==> src/verilog/pu_spi_macros.svh <==
`ifndef PU_SPI_MACROS_SVH
`define PU_SPI_MACROS_SVH

// Word, attribute and SPI byte widths
`define PU_DATA_WIDTH 32
`define PU_ATTR_WIDTH 4
`define PU_SPI_WIDTH 8

// Depth of every word buffer, in words
`define PU_BUF_SIZE 6

// Attribute bit positions
`define PU_ATTR_INVALID 0
`define PU_ATTR_VALID 1
`define PU_ATTR_SPI_FINISH 2
`define PU_ATTR_FULL 3

`endif
==> src/verilog/pu_bus_pkg.sv <==
`include "pu_spi_macros.svh"

package pu_bus_pkg;

    // Width of a buffer fill level, 0 up to the full depth
    localparam int BUF_CNT_W = $clog2(`PU_BUF_SIZE + 1);

    typedef logic [`PU_DATA_WIDTH-1:0] pu_data_t;
    typedef logic [`PU_ATTR_WIDTH-1:0] pu_attr_t;

    // Receive payload: word plus its attribute bits
    typedef struct packed {
        pu_data_t data;
        pu_attr_t attr;
    } pu_tagged_t;

    typedef struct packed {
        logic                 empty;
        logic                 full;
        logic [BUF_CNT_W-1:0] count;
    } buf_status_t;

endpackage

==> src/verilog/spi_link_pkg.sv <==
`include "pu_spi_macros.svh"

package spi_link_pkg;

    // One byte as it moves over mosi or miso
    typedef logic [`PU_SPI_WIDTH-1:0] spi_byte_t;

    // SPI pins, sampled together through the synchronizer
    typedef struct packed {
        logic mosi;
        logic sclk;
        logic cs;
    } spi_pins_t;

endpackage

==> src/verilog/pu_slave_spi.sv <==
`timescale 1ns/1ps
`include "pu_spi_macros.svh"

module pu_slave_spi
    import spi_link_pkg::*;
    import pu_bus_pkg::*;
(
    input  logic     clk,
    input  logic     rst,
    input  logic     signal_cycle,
    input  logic     signal_wr,
    input  logic     signal_oe,
    input  pu_data_t data_in,
    input  pu_attr_t attr_in,
    output pu_data_t data_out,
    output pu_attr_t attr_out,
    output logic     flag_start,
    output logic     flag_stop,
    input  logic     mosi,
    input  logic     sclk,
    input  logic     cs,
    output logic     miso
);
    spi_pins_t   pins;
    spi_byte_t   rx_byte;
    spi_byte_t   tx_byte;
    logic        ready;
    logic        cs_sync;
    logic        cs_prev;
    logic        work_buffer_send;
    logic        swap;
    pu_data_t    tx_out [2];
    buf_status_t tx_status [2];
    pu_data_t    tx_word;
    logic        tx_pop;
    pu_tagged_t  rx_word;
    pu_tagged_t  rx_head;
    logic        rx_push;
    buf_status_t rx_status;

    assign pins = '{mosi: mosi, sclk: sclk, cs: cs};

    spi_slave_driver u_driver (
        .clk      (clk),
        .rst      (rst),
        .pins     (pins),
        .data_in  (tx_byte),
        .data_out (rx_byte),
        .ready    (ready),
        .cs_sync  (cs_sync),
        .miso     (miso)
    );

    // ------------------------------------------------------------------
    // Double-buffered transmit: one takes signal_wr, the other sends
    // ------------------------------------------------------------------
    assign swap = signal_cycle && cs;

    for (genvar i = 0; i < 2; i++) begin : gen_tx
        spi_buffer #(.payload_t(pu_data_t), .depth(`PU_BUF_SIZE)) u_tx_buffer (
            .clk      (clk),
            .rst      (rst),
            .push     (signal_wr && work_buffer_send != 1'(i)),
            .data_in  (data_in),
            .pop      (tx_pop && work_buffer_send == 1'(i)),
            // Old send buffer turns into the empty transfer buffer
            .clear    (swap && work_buffer_send == 1'(i)),
            .data_out (tx_out[i]),
            .status   (tx_status[i])
        );
    end

    assign tx_word = tx_out[work_buffer_send];

    frame_hoarder u_hoarder (
        .clk        (clk),
        .rst        (rst),
        .flag_start (flag_start),
        .flag_stop  (flag_stop),
        .ready      (ready),
        .rx_byte    (rx_byte),
        .tx_byte    (tx_byte),
        .tx_word    (tx_word),
        .tx_empty   (tx_status[work_buffer_send].empty),
        .tx_pop     (tx_pop),
        .rx_word    (rx_word),
        .rx_push    (rx_push)
    );

    spi_buffer #(.payload_t(pu_tagged_t), .depth(`PU_BUF_SIZE)) u_rx_buffer (
        .clk      (clk),
        .rst      (rst),
        .push     (rx_push),
        .data_in  (rx_word),
        .pop      (signal_oe),
        .clear    (1'b0),
        .data_out (rx_head),
        .status   (rx_status)
    );

    // ------------------------------------------------------------------
    // Frame flags and role register
    // ------------------------------------------------------------------
    always_ff @(posedge clk or posedge rst) begin
        if (rst) begin
            cs_prev          <= 1'b1;
            flag_start       <= 1'b0;
            flag_stop        <= 1'b0;
            work_buffer_send <= 1'b0;
        end else begin
            cs_prev    <= cs_sync;
            flag_start <= cs_prev && !cs_sync;
            flag_stop  <= !cs_prev && cs_sync;
            if (swap) begin
                work_buffer_send <= !work_buffer_send;
            end
        end
    end

    // System view of the receive FIFO head
    assign data_out = rx_head.data;

    always_comb begin
        attr_out = '0;
        attr_out[`PU_ATTR_INVALID]    = rx_status.empty;
        attr_out[`PU_ATTR_VALID]      = !rx_status.empty;
        attr_out[`PU_ATTR_SPI_FINISH] = rx_head.attr[`PU_ATTR_SPI_FINISH];
        attr_out[`PU_ATTR_FULL]       = rx_status.full;
    end

    // No attribute is defined on the write path
    a_attr_in_zero: assert property (@(posedge clk) disable iff (rst) attr_in == '0);

endmodule

==> src/verilog/frame_hoarder.sv <==
`timescale 1ns/1ps
`include "pu_spi_macros.svh"

module frame_hoarder
    import spi_link_pkg::*;
    import pu_bus_pkg::*;
(
    input  logic       clk,
    input  logic       rst,
    input  logic       flag_start,
    input  logic       flag_stop,
    input  logic       ready,
    input  spi_byte_t  rx_byte,
    output spi_byte_t  tx_byte,
    input  pu_data_t   tx_word,
    input  logic       tx_empty,
    output logic       tx_pop,
    output pu_tagged_t rx_word,
    output logic       rx_push
);
    localparam int BYTES = `PU_DATA_WIDTH / `PU_SPI_WIDTH;
    localparam int IDX_W = $clog2(BYTES);
    localparam logic [IDX_W-1:0] LAST_IDX = IDX_W'(BYTES - 1);

    pu_data_t         tx_reg;
    logic [IDX_W-1:0] tx_idx;
    logic             tx_load;
    pu_data_t         rx_acc;
    logic [IDX_W-1:0] rx_cnt;
    logic             rx_any;
    pu_data_t         rx_padded;

    // ------------------------------------------------------------------
    // Transmit side
    // ------------------------------------------------------------------
    // New word at frame start and after the last byte of each word
    assign tx_load = flag_start || (ready && tx_idx == LAST_IDX);
    assign tx_pop  = tx_load && !tx_empty;

    always_ff @(posedge clk or posedge rst) begin
        if (rst) begin
            tx_idx <= '0;
        end else if (tx_load) begin
            tx_idx <= '0;
        end else if (ready) begin
            tx_idx <= tx_idx + 1'b1;
        end
    end

    always_ff @(posedge clk) begin
        if (tx_load) begin
            tx_reg <= tx_empty ? '0 : tx_word;
        end
    end

    // Driver loads the first byte while flag_start is high,
    // so it comes straight from the buffer head
    always_comb begin
        if (flag_start) begin
            tx_byte = tx_empty ? '0 : tx_word[`PU_DATA_WIDTH-1 -: `PU_SPI_WIDTH];
        end else begin
            tx_byte = tx_reg[`PU_SPI_WIDTH * (LAST_IDX - tx_idx) +: `PU_SPI_WIDTH];
        end
    end

    // ------------------------------------------------------------------
    // Receive side
    // ------------------------------------------------------------------
    always_ff @(posedge clk or posedge rst) begin
        if (rst) begin
            rx_cnt <= '0;
            rx_any <= 1'b0;
        end else if (flag_start || flag_stop) begin
            rx_cnt <= '0;
            rx_any <= 1'b0;
        end else if (ready) begin
            rx_cnt <= (rx_cnt == LAST_IDX) ? '0 : rx_cnt + 1'b1;
            rx_any <= 1'b1;
        end
    end

    always_ff @(posedge clk) begin
        if (ready) begin
            rx_acc <= {rx_acc[`PU_DATA_WIDTH-`PU_SPI_WIDTH-1:0], rx_byte};
        end
    end

    // Leftover bytes moved to the top, zero when the frame ended on a word
    assign rx_padded = rx_acc << (`PU_SPI_WIDTH * (BYTES - int'(rx_cnt)));

    // Every frame that carried data closes with one SPI_FINISH word
    assign rx_push = (ready && rx_cnt == LAST_IDX) || (flag_stop && rx_any);

    always_comb begin
        rx_word = '0;
        rx_word.attr[`PU_ATTR_VALID] = 1'b1;
        if (flag_stop) begin
            rx_word.data = rx_padded;
            rx_word.attr[`PU_ATTR_SPI_FINISH] = 1'b1;
        end else begin
            rx_word.data = {rx_acc[`PU_DATA_WIDTH-`PU_SPI_WIDTH-1:0], rx_byte};
        end
    end

endmodule

==> src/verilog/spi_buffer.sv <==
`timescale 1ns/1ps
`include "pu_spi_macros.svh"

module spi_buffer
    import pu_bus_pkg::*;
#(
    parameter type payload_t = pu_data_t,
    parameter int  depth     = `PU_BUF_SIZE
) (
    input  logic        clk,
    input  logic        rst,
    input  logic        push,
    input  payload_t    data_in,
    input  logic        pop,
    input  logic        clear,
    output payload_t    data_out,
    output buf_status_t status
);
    localparam int PTR_W = (depth > 1) ? $clog2(depth) : 1;
    localparam logic [PTR_W-1:0] LAST_PTR = PTR_W'(depth - 1);

    payload_t             mem [depth];
    logic [PTR_W-1:0]     wr_ptr;
    logic [PTR_W-1:0]     rd_ptr;
    logic [BUF_CNT_W-1:0] count;
    logic                 empty;
    logic                 full;
    logic                 do_push;
    logic                 do_pop;

    assign empty   = (count == '0);
    assign full    = (count == BUF_CNT_W'(depth));
    assign do_push = push && !full;
    assign do_pop  = pop && !empty;

    always_ff @(posedge clk or posedge rst) begin
        if (rst) begin
            wr_ptr <= '0;
            rd_ptr <= '0;
            count  <= '0;
        end else if (clear) begin
            wr_ptr <= '0;
            rd_ptr <= '0;
            count  <= '0;
        end else begin
            if (do_push) begin
                wr_ptr <= (wr_ptr == LAST_PTR) ? '0 : wr_ptr + 1'b1;
            end
            if (do_pop) begin
                rd_ptr <= (rd_ptr == LAST_PTR) ? '0 : rd_ptr + 1'b1;
            end
            case ({do_push, do_pop})
                2'b10:   count <= count + 1'b1;
                2'b01:   count <= count - 1'b1;
                default: count <= count;
            endcase
        end
    end

    always_ff @(posedge clk) begin
        if (do_push) begin
            mem[wr_ptr] <= data_in;
        end
    end

    // Head shows through without a pop, zero once drained
    assign data_out = empty ? '0 : mem[rd_ptr];
    assign status   = '{empty: empty, full: full, count: count};

    a_count_bound: assert property (@(posedge clk) disable iff (rst) count <= BUF_CNT_W'(depth));

    // A full buffer stays full until something is popped or cleared
    a_full_holds: assert property (@(posedge clk) disable iff (rst)
        (full && !pop && !clear) |=> full);

endmodule

==> src/verilog/spi_slave_driver.sv <==
`timescale 1ns/1ps
`include "pu_spi_macros.svh"

module spi_slave_driver
    import spi_link_pkg::*;
(
    input  logic      clk,
    input  logic      rst,
    input  spi_pins_t pins,
    input  spi_byte_t data_in,
    output spi_byte_t data_out,
    output logic      ready,
    output logic      cs_sync,
    output logic      miso
);
    localparam int MSB = `PU_SPI_WIDTH - 1;
    localparam int BIT_W = $clog2(`PU_SPI_WIDTH);
    localparam logic [BIT_W-1:0] LAST_BIT = BIT_W'(`PU_SPI_WIDTH - 1);
    localparam spi_pins_t PINS_IDLE = '{mosi: 1'b0, sclk: 1'b0, cs: 1'b1};

    spi_pins_t        pins_meta;
    spi_pins_t        pins_sync;
    spi_pins_t        pins_prev;
    logic             sclk_rise;
    logic             sclk_fall;
    logic             cs_fall;
    logic             load_first;
    logic             byte_fall;
    logic [BIT_W-1:0] bit_cnt;
    spi_byte_t        shift_in;
    spi_byte_t        shift_out;

    // ------------------------------------------------------------------
    // Two-flop synchronizer, plus one more stage for edge detection
    // ------------------------------------------------------------------
    always_ff @(posedge clk or posedge rst) begin
        if (rst) begin
            pins_meta <= PINS_IDLE;
            pins_sync <= PINS_IDLE;
            pins_prev <= PINS_IDLE;
        end else begin
            pins_meta <= pins;
            pins_sync <= pins_meta;
            pins_prev <= pins_sync;
        end
    end

    assign sclk_rise = pins_sync.sclk && !pins_prev.sclk;
    assign sclk_fall = !pins_sync.sclk && pins_prev.sclk && !pins_sync.cs;
    assign cs_fall   = !pins_sync.cs && pins_prev.cs;
    assign cs_sync   = pins_sync.cs;

    // Falling edge that closes a byte, next byte goes out from here
    assign byte_fall = sclk_fall && (bit_cnt == '0);

    // ------------------------------------------------------------------
    // Bit counter, ready strobe and miso
    // ------------------------------------------------------------------
    always_ff @(posedge clk or posedge rst) begin
        if (rst) begin
            bit_cnt    <= '0;
            ready      <= 1'b0;
            load_first <= 1'b0;
            miso       <= 1'b0;
        end else begin
            ready      <= 1'b0;
            load_first <= cs_fall;
            if (pins_sync.cs) begin
                bit_cnt <= '0;
            end else if (sclk_rise) begin
                bit_cnt <= (bit_cnt == LAST_BIT) ? '0 : bit_cnt + 1'b1;
                ready   <= (bit_cnt == LAST_BIT);
            end
            if (pins_sync.cs) begin
                miso <= 1'b0;
            end else if (load_first || byte_fall) begin
                miso <= data_in[MSB];
            end else if (sclk_fall) begin
                miso <= shift_out[MSB];
            end
        end
    end

    // Shift registers, MSB first in both directions
    always_ff @(posedge clk) begin
        if (sclk_rise && !pins_sync.cs) begin
            shift_in <= {shift_in[MSB-1:0], pins_sync.mosi};
            if (bit_cnt == LAST_BIT) begin
                data_out <= {shift_in[MSB-1:0], pins_sync.mosi};
            end
        end
        if (load_first || byte_fall) begin
            shift_out <= {data_in[MSB-1:0], 1'b0};
        end else if (sclk_fall) begin
            shift_out <= {shift_out[MSB-1:0], 1'b0};
        end
    end

    // A byte can only complete inside a frame
    a_ready_in_frame: assert property (@(posedge clk) disable iff (rst) ready |-> !cs_sync);

endmodule

==> config.mk <==
export PLATFORM = sky130hd
export DESIGN_NAME = pu_slave_spi
export DESIGN_NICKNAME = d
export VERILOG_FILES = /design/src/verilog/pu_bus_pkg.sv /design/src/verilog/spi_link_pkg.sv /design/src/verilog/pu_slave_spi.sv /design/src/verilog/frame_hoarder.sv /design/src/verilog/spi_buffer.sv /design/src/verilog/spi_slave_driver.sv
export VERILOG_INCLUDE_DIRS = /design/src /design/src/verilog
export SDC_FILE = /design/constraint.sdc
export NUM_CORES = 1
export LEC_CHECK = 0
export ABC_AREA = 1
export ABC_CLOCK_PERIOD_IN_PS = 5330
export BUFFER_PORTS_ARGS = -buffer_cell sky130_fd_sc_hd__buf_4
export CELL_PAD_IN_SITES_DETAIL_PLACEMENT = 1
export CELL_PAD_IN_SITES_GLOBAL_PLACEMENT = 1
export CORE_MARGIN = 2
export CORE_UTILIZATION = 26
export CTS_BUF_LIST = sky130_fd_sc_hd__clkbuf_8
export DETAILED_ROUTE_END_ITERATION = 12
export GPL_ROUTABILITY_DRIVEN = 0
export PLACE_DENSITY = 0.45
export SLEW_MARGIN = 20
export SYNTH_ARGS = -nofsm -noshare
export SYNTH_HDL_FRONTEND = slang
export SYNTH_HIERARCHICAL = 1
export SYNTH_SLANG_ARGS = --single-unit
export TNS_END_PERCENT = 50
==> constraint.sdc <==
create_clock -name clk -period 5.33 [get_ports clk]
set_input_delay 1.066 -clock clk [delete_from_list [all_inputs] [get_ports clk]]
set_output_delay 1.066 -clock clk [all_outputs]
set_load 0.01 [all_outputs]
# Word-level counts from Yosys, hierarchy flattened
# Memory sizes are Yosys's and may differ from the RTL's.
# Index checks and enable logic that the tools add are counted.
# word_totals
ff_bits	134
ramBits	582
input_bits	44
output_inout_bits	39
memories	3
# classes
addsub	17
order_cmp	1
eq_ne	18
shift	2
muxes	55
bitwise	2
n_reduce_logical	57
# mem_list
name	depth	word_bits	read_ports	rd_ports_with_merged_regs	write_ports	line	text
u_rx_buffer.mem	6	33	1	0	1	spi_buffer.sv:22	payload_t mem [depth];
gen_tx[0].u_tx_buffer.mem	6	32	1	0	1	spi_buffer.sv:22	
gen_tx[1].u_tx_buffer.mem	6	32	1	0	1	spi_buffer.sv:22	
# op_table
op	count
32-bit two-way mux	6
3-bit two-way mux	19
36-bit two-way mux	1
32-bit by 33-bit variable part select with 8-bit output	1
8-bit two-way mux	4
32-bit by 32-bit left shift with 32-bit output	1
3-bit by 1-bit adder with 3-bit output (second input constant)	10
3-bit equality test (second input constant)	10
1-bit logical AND	24
3-bit case mux with 2 select lines	3
2-bit nonzero test	9
5-bit two-way mux	3
1-bit two-way mux	14
1-bit zero test	12
3-bit zero test	4
2-bit equality test (second input constant)	5
2-bit two-way mux	5
3-bit nonzero test	3
3-bit by 1-bit subtractor with 3-bit output (second input constant)	3
2-bit by 1-bit equality test with 1-bit output (second input constant)	3
2-bit by 1-bit adder with 2-bit output (second input constant)	2
1-bit logical OR	4
3-bit by 2-bit subtractor with 4-bit output (first input constant)	1
2-bit by 2-bit subtractor with 3-bit output (first input constant)	1
other kinds (4)	4

# Longest topological paths before layout
# Gate-level depths: netlist (run 1).
# logic_depth
word_depth	11
depth_mapped	22
depth_no_buf	18

# By module
# Netlist (run 1), hierarchy kept.
# modules_own_cells
module	instances	cells_per_inst	area_per_inst_um2	seq_area_each_um2
spi_buffer (u_rx_buffer)	1	752	9006.1	6711.4
spi_buffer (gen_tx[0].u_tx_buffer)	1	688	8089.0	5990.7
spi_buffer (gen_tx[1].u_tx_buffer)	1	680	8036.5	5990.7
frame_hoarder	1	492	3839.9	2047.0
spi_slave_driver	1	94	1302.5	1014.7
pu_slave_spi	1	132	606.8	101.3

# Worst setup path after synthesis (run 1)
# OpenSTA, ideal clock, no wires.
# synth_path
path_type	register to register
startpoint	register u_driver.ready
endpoint	memory u_rx_buffer/mem[5][0] in the netlist's numbering (enable)
setup_ps	520
arrival_time_ps	5077
required_ps	4810
slack_ps	-267
stages_incl_launch_ff	5
path_buffers	0
cell_sequence	dfrtp_1 > inv_1 > o22ai_1 > nand2_1 > nor4_1
# synth_between
elab_chain_cells	5
# synth_rtl
item	line	text
start: declaration	spi_slave_driver.sv:12	output logic ready,
start signal: assignment	spi_slave_driver.sv:72	ready <= (bit_cnt == LAST_BIT);
1-bit logical AND	frame_hoarder.sv:92	assign rx_push = (ready && rx_cnt == LAST_IDX) || (flag_stop && rx_any);
1-bit logical OR	frame_hoarder.sv:92	
via rx_push	pu_slave_spi.sv:38	logic rx_push;
1-bit logical AND	spi_buffer.sv:33	assign do_push = push && !full;
1-bit two-way mux	spi_buffer.sv:61	if (do_push) begin
1-bit two-way mux (not written as such)	spi_buffer.sv:62	mem[wr_ptr] <= data_in;
end: declaration	spi_buffer.sv:22	
# The timed path passes the listed nets, and every way through them passes these cells.

# Worst setup path after layout (run 1)
# layout_path
startpoint	register u_rx_buffer.rd_ptr[0]
endpoint	output port data_out[8]
# layout_between
elab_chain_cells	2
# layout_rtl
item	line	text
start: declaration	spi_buffer.sv:24	logic [PTR_W-1:0] rd_ptr;
start signal: assignment	spi_buffer.sv:50	rd_ptr <= (rd_ptr == LAST_PTR) ? '0 : rd_ptr + 1'b1;
memory read 6 x 33 bit	-	
36-bit two-way mux	spi_buffer.sv:67	assign data_out = empty ? '0 : mem[rd_ptr];
end: declaration	pu_slave_spi.sv:15	output pu_data_t data_out,
# Every way passes these cells.

==> flow_summary_export.csv, run 1 <==
group,metric,value,unit
die,rows,124,
layout,finalInstanceArea,0.0349,mm^2
setup_path,criticalPathCategory,"reg2out",
power_and_ir_drop,power_density,431,mW/mm^2
routing,wl_met3,3.69,mm
synthesis,synth_area,0.0301,mm^2
setup_path,slowest_delay,0.68,ns
routing,drt_iter0_markers,1082,
setup_path,arrival,3.27,ns
die,die_h,345,um
cts,clock_path_buffers,3,
routing,top_layer_used,"met5",
die,fp.dieW,345,um
setup_path,cp_slowest_cell,"dfrtp_2",
routing,drc,0,
timing,worst_pin_slew,0.967,ns
timing,finalSetupViolCount,0,
hold_path,hp-class,"in2async",
routing,routedWlPerCell,21.1,um
timing,tns,0,ns
cts,cts_tree,"yes",
global_route,grt_pass1_wl,141,mm
placed_design,place_ws,1.74,ns
layout,largest_reg_flops,384,
routing,dr_wl_met2,47.7,mm
layout,registers.top_by_ff_count,"gen_tx.u_tx_buffer/mem",
die,core_area,0.115,mm^2
cts,worst_setup_hold_path_clk_slew,0.06,ns
power_and_ir_drop,p_leak,0.0135,uW
layout,area_growth,15.7,%
routing,ant_nets,0,
layout,nNetsFinal,2970,
setup_path,crit_required,4.26,ns
timing,drv_slew,0,
die,start_util,26.3,%
timing,max_freq,231,MHz
cts,clock_latency,0.82,ns
global_route,antenna_found_initial,9,
cts,cts_max_level,4,
global_route,grt_overflow_total,0,
placed_design,io_buffers,78,
setup_path,cp-start-kind,"flip-flop",
power_and_ir_drop,irDropWorstVdd,0.000225,V
timing,fin_crit,4.33,ns
job,maxCapViolations,0,
setup_path,crit_top_cell,"buf_4",
cts,ctsHoldBuffers,0,
timing,max-slew-margin-rel,35.6,%
placed_design,postPlaceCellArea,0.0324,mm^2
synthesis,ys_warn_count,6,
routing,wl_met1,41.4,mm
layout,nFillCells,12800,
run_status,run_status,"completed",
cts,cts_setup_buffers,0,
cts,cts-buffers-inserted,139,
layout,drive_above_1_share,11.6,%
die,die_area,0.119,mm^2
routing,vias,20300,
cts,cts-root-buf,"clkbuf_8",
global_route,grt_pass1_vias,21600,
timing,fin_skew,0.0365,ns
layout,top_regs,"gen_tx.u_tx_buffer/mem: 384 flops, u_rx_buffer/mem: 198 flops",
synthesis,synth_area_per_cell,10.9,um^2
setup_path,end_kind,"output port",
routing,firstDrtPassIters,5,
timing,rsz0062_at_grt,"no",
die,io_pins,83,
cts,clkSinkCount,718,
cts,cts_resized,0,
timing,fin_crit_sh,81.3,%
routing,routed_wirelength,95.4,mm
routing,vias_per_cell,4.48,
timing,hold_viol,0,
global_route,grt_max_degree,52,
setup_path,worstPathCellList,"inv_2, buf_4, nor2_1, nor3_1, o21ai_0, a21oi_1, buf_4",
placed_design,hpwlAfterDp,53.7,mm
global_route,grt_usage,16.2,%
synthesis,syn_inst,2778,
timing,setup_ws,0.995,ns
setup_path,cp_max_fo,35,
-- area by class of cell --
class / instances / area, um^2 / area share (%)
inverters: 211 / 798 / 2.29
well taps: 1512 / 1890 / 5.42
multi-input cells: 1716 / 7430 / 21.3
repair buffers: 130 / 976 / 2.80
clock inverters: 101 / 514 / 1.47
flip-flops and latches: 718 / 21300 / 61.1
clock buffers: 141 / 1940 / 5.56
diodes: 1 / 2.50 / 0.00717
-- metrics by stage --
step	util, %	power [uW]	std cells	hold WS, ns
after CTS	30.4	15400	4529	0.179
after global routing	30.4	15900	4530	0.209
after global placement	28.3	10200	4287	0.341
final	30.4	15000	4530	0.251
after detailed placement	28.3	10300	4287	0.343
after floorplan	-	8890	2782	0.331
-- power by group --
part           total (uW)  internal (uW)  switching (uW)
Clock                4980           2530            2450
Combinational        3170            832            2340
Sequential           6880           6600             285
Total               15000           9960            5070
-- cell usage in the layout, fill, tap and decap left out, types with 7 or more instances in the layout --
cell and count:
inv_8 8, nor3_1 36, inv_1 242, clkinv_1 29
buf_4 130, nand2_1 636, dfrtp_1 40, nand3_1 71
edfxtp_1 668, ha_1 7, inv_2 18, o21ai_0 192
a21oi_1 180, nor4_2 9, nor2_1 517, o21ai_1 28
clkbuf_8 141
-- per-layer routing --
layer | global-route usage [%] | up-vias
li1 | - | 9617
met1 | 19.7 | 10200
met5 | 0 | -
met3 | 3.41 | 181
met2 | 28.4 | 328
met4 | 5.72 | 10
-- worst max-delay path: cells and delay by family, from the launching register on --
kind	cells	cell delay, ns
buffers and inverters	3	1.07
flip-flops	1	0.68
AND/OR/NAND/NOR	2	0.22
AO/OA/AOI/OAI	2	0.45
-- path summary, 6_finish.rpt --
| check | endpoint | slack (ns) | cells after the start | from |
|---|---|---|---|---|
| max in group asynchronous | u_driver/pins_prev[0] | 4.58 | 2 | rst |
| hold / removal | u_hoarder/tx_idx[1] | 0.25 | 2 | rst |
| setup / recovery | data_out[8] | 1.0 | 7 | u_rx_buffer/rd_ptr[0] |
| setup reg to reg | u_rx_buffer/mem[1][12] | 1.97 | 6 | u_driver/ready |
| min in group clk | u_driver/cs_sync | 0.35 | 0 | u_driver/pins_meta[0] |
| hold reg to reg | u_driver/cs_sync | 0.35 | 0 | u_driver/pins_meta[0] |
(Power assumes the default switching activity.)
==> inputs of run 2 (changes only) <==
Settings changed: ABC_CLOCK_PERIOD_IN_PS 5330 to 3600.
Clock period 5.33 ns to 3.6 ns, I/O delays scaled along.
==> flow_summary_export.csv, run 2 (synthesis results as in run 1) <==
group,metric,value,unit
run_status,run_status,"completed",
layout,finalInstanceArea,0.0355,mm^2
cts,clock_path_buffers,3,
global_route,grt_pass1_vias,22000,
cts,clock_latency,0.80,ns
timing,tns,0,ns
timing,fin_crit_sh,93.8,%
routing,firstDrtPassIters,4,
global_route,grt_pass1_wl,142,mm
timing,worst_pin_slew,0.777,ns
die,rows,124,
setup_path,end_kind,"output port",
layout,largest_reg_flops,384,
cts,cts_max_level,4,
power_and_ir_drop,combPwrFrac,22.2,%
setup_path,rrSetupSlack,0.97,ns
power_and_ir_drop,irDropWorstVdd,0.000348,V
setup_path,worstReg2RegStart,"u_hoarder/tx_idx[1]",
global_route,grt_max_degree,58,
routing,ant_nets,0,
global_route,grt_overflow_total,0,
timing,setup_ws,0.224,ns
die,die_area,0.119,mm^2
timing,fin_skew,0.0266,ns
power_and_ir_drop,power,22700,uW
routing,drt_iter0_markers,1180,
layout,top_regs,"gen_tx.u_tx_buffer/mem: 384 flops, u_rx_buffer/mem: 198 flops",
routing,vias_per_cell,4.45,
routing,drc,0,
cts,cts-root-buf,"clkbuf_8",
power_and_ir_drop,switchingPower,7490,uW
cts,cts_tree,"yes",
cts,cts_resized,0,
job,maxCapViolations,0,
cts,cts-buffers-inserted,137,
global_route,antenna_found_initial,5,
die,die_h,345,um
routing,routedWlPerCell,20.7,um
timing,drv_slew,0,
hold_path,holdCritStartpoint,"data_in[21]",
setup_path,cp_max_fo,26,
setup_path,crit_required,2.88,ns
layout,area_growth,17.9,%
die,io_pins,83,
power_and_ir_drop,p_leak,0.0137,uW
power_and_ir_drop,power_density,640,mW/mm^2
layout,drive_above_1_share,12.8,%
setup_path,cp-start-kind,"flip-flop",
timing,max_freq,296,MHz
die,core_area,0.115,mm^2
setup_path,arrival,2.66,ns
timing,max-slew-margin-rel,48.1,%
power_and_ir_drop,swShare,32.9,%
layout,registers.top_by_ff_count,"gen_tx.u_tx_buffer/mem",
placed_design,place_ws,0.976,ns
placed_design,io_buffers,78,
setup_path,critPathLaunch,"u_rx_buffer/rd_ptr[0]",
power_and_ir_drop,p_int,15200,uW
timing,hold_viol,0,
die,start_util,26.3,%
placed_design,postPlaceCellArea,0.0329,mm^2
layout,post-route-util,31.0,%
layout,layout_commonest_cell,"edfxtp_1",
cts,worst_setup_hold_path_clk_slew,0.06,ns
timing,finalSetupViolCount,0,
routing,vias,20300,
die,fp.dieW,345,um
timing,rsz0062_at_grt,"no",
placed_design,hpwlAfterDp,54.4,mm
routing,routed_wirelength,94.6,mm
global_route,grt_usage,16.3,%
power_and_ir_drop,p_seq_share,44.0,%
setup_path,criticalPathCategory,"reg2out",
power_and_ir_drop,clock_power_share,33.8,%
layout,nNetsFinal,3002,
cts,clkSinkCount,718,
hold_path,hp-class,"in2reg",
timing,fin_crit,3.38,ns
layout,final_cell_mix,"edfxtp_1, nand2_1, nor2_1, inv_1, o21ai_0",
[run 2: changes by cell type in the layout (fill, tap and decap cells not counted), moves of 2 or more]
cell	delta
inv_8	-8
inv_2	+2
clkbuf_8	+3
dlygate4sd3_1	+4
inv_1	-18
nor4_2	-3
nor4_4	+3
clkinv_1	+5
clkinv_2	+10
bufinv_16	+5
buf_4	+9
buf_12	+21
[run 2: metal layers]
metal / vias up / track usage, % / share of wire, %
met5: - / 0 / 0.042
met4: 6 / 6.54 / 3.4
met3: 196 / 3.00 / 3.8
met2: 346 / 28.7 / 50
met1: 10100 / 19.5 / 43
li1: 9692 / - / -
[run 2: worst max-delay path, cell delays in order, from the launching register on]
cell and delay [ns]:
dfrtp_2 0.47, inv_2 0.31, buf_12 0.23, o21ai_0 0.12, nand2_1 0.08, nand2_1 0.05
a21oi_1 0.38, buf_4 0.21
[run 2: per-stage QoR]
step	hold slack, ns	cells
2_1_floorplan	0.331	2782
3_3_place_gp	0.338	4317
3_5_place_dp	0.346	4317
4_1_cts	0.103	4561
5_1_grt	0.152	4562
6_report	0.189	4563
[run 2: final cells by class]
cell class	instances	area, um^2
multi-input combinational	1716	7460
inverter	211	795
timing repair buffer	164	1500
clock inverter	96	572
clock buffer	144	1980
sequential	718	21300
fill	12800	79100
tap	1512	1890
antenna	2	5.00
[run 2: path summary, 6_finish.rpt]
| check | end | cells past startpoint |
|---|---|---|
| max reg2reg | gen_tx[0].u_tx_buffer/count[2] | 15 |
| max | attr_out[2] | 7 |
| min in group asynchronous | work_buffer_send | 3 |
| max in group asynchronous | u_driver/pins_meta[0] | 3 |
| min reg2reg | u_driver/pins_sync[2] | 0 |
| min | gen_tx[0].u_tx_buffer/mem[4][21] | 1 |
[run 2: power groups by stage]
stage               Sequential [uW]  Clock, uW  Combinational (uW)
floorplan                     10100          0                3060
global placement              10100          0                5110
detailed placement            10200          0                5200
CTS                           10000       8030                5220
global route                  10100       8350                5700
finish                        10000       7680                5040
[run 2: repair_timing]
item | 4_1_cts | 5_1_grt
hold buffers | 4 | 0
buffers inserted | 0 | 0
hold endpoints to repair | 49 | 0
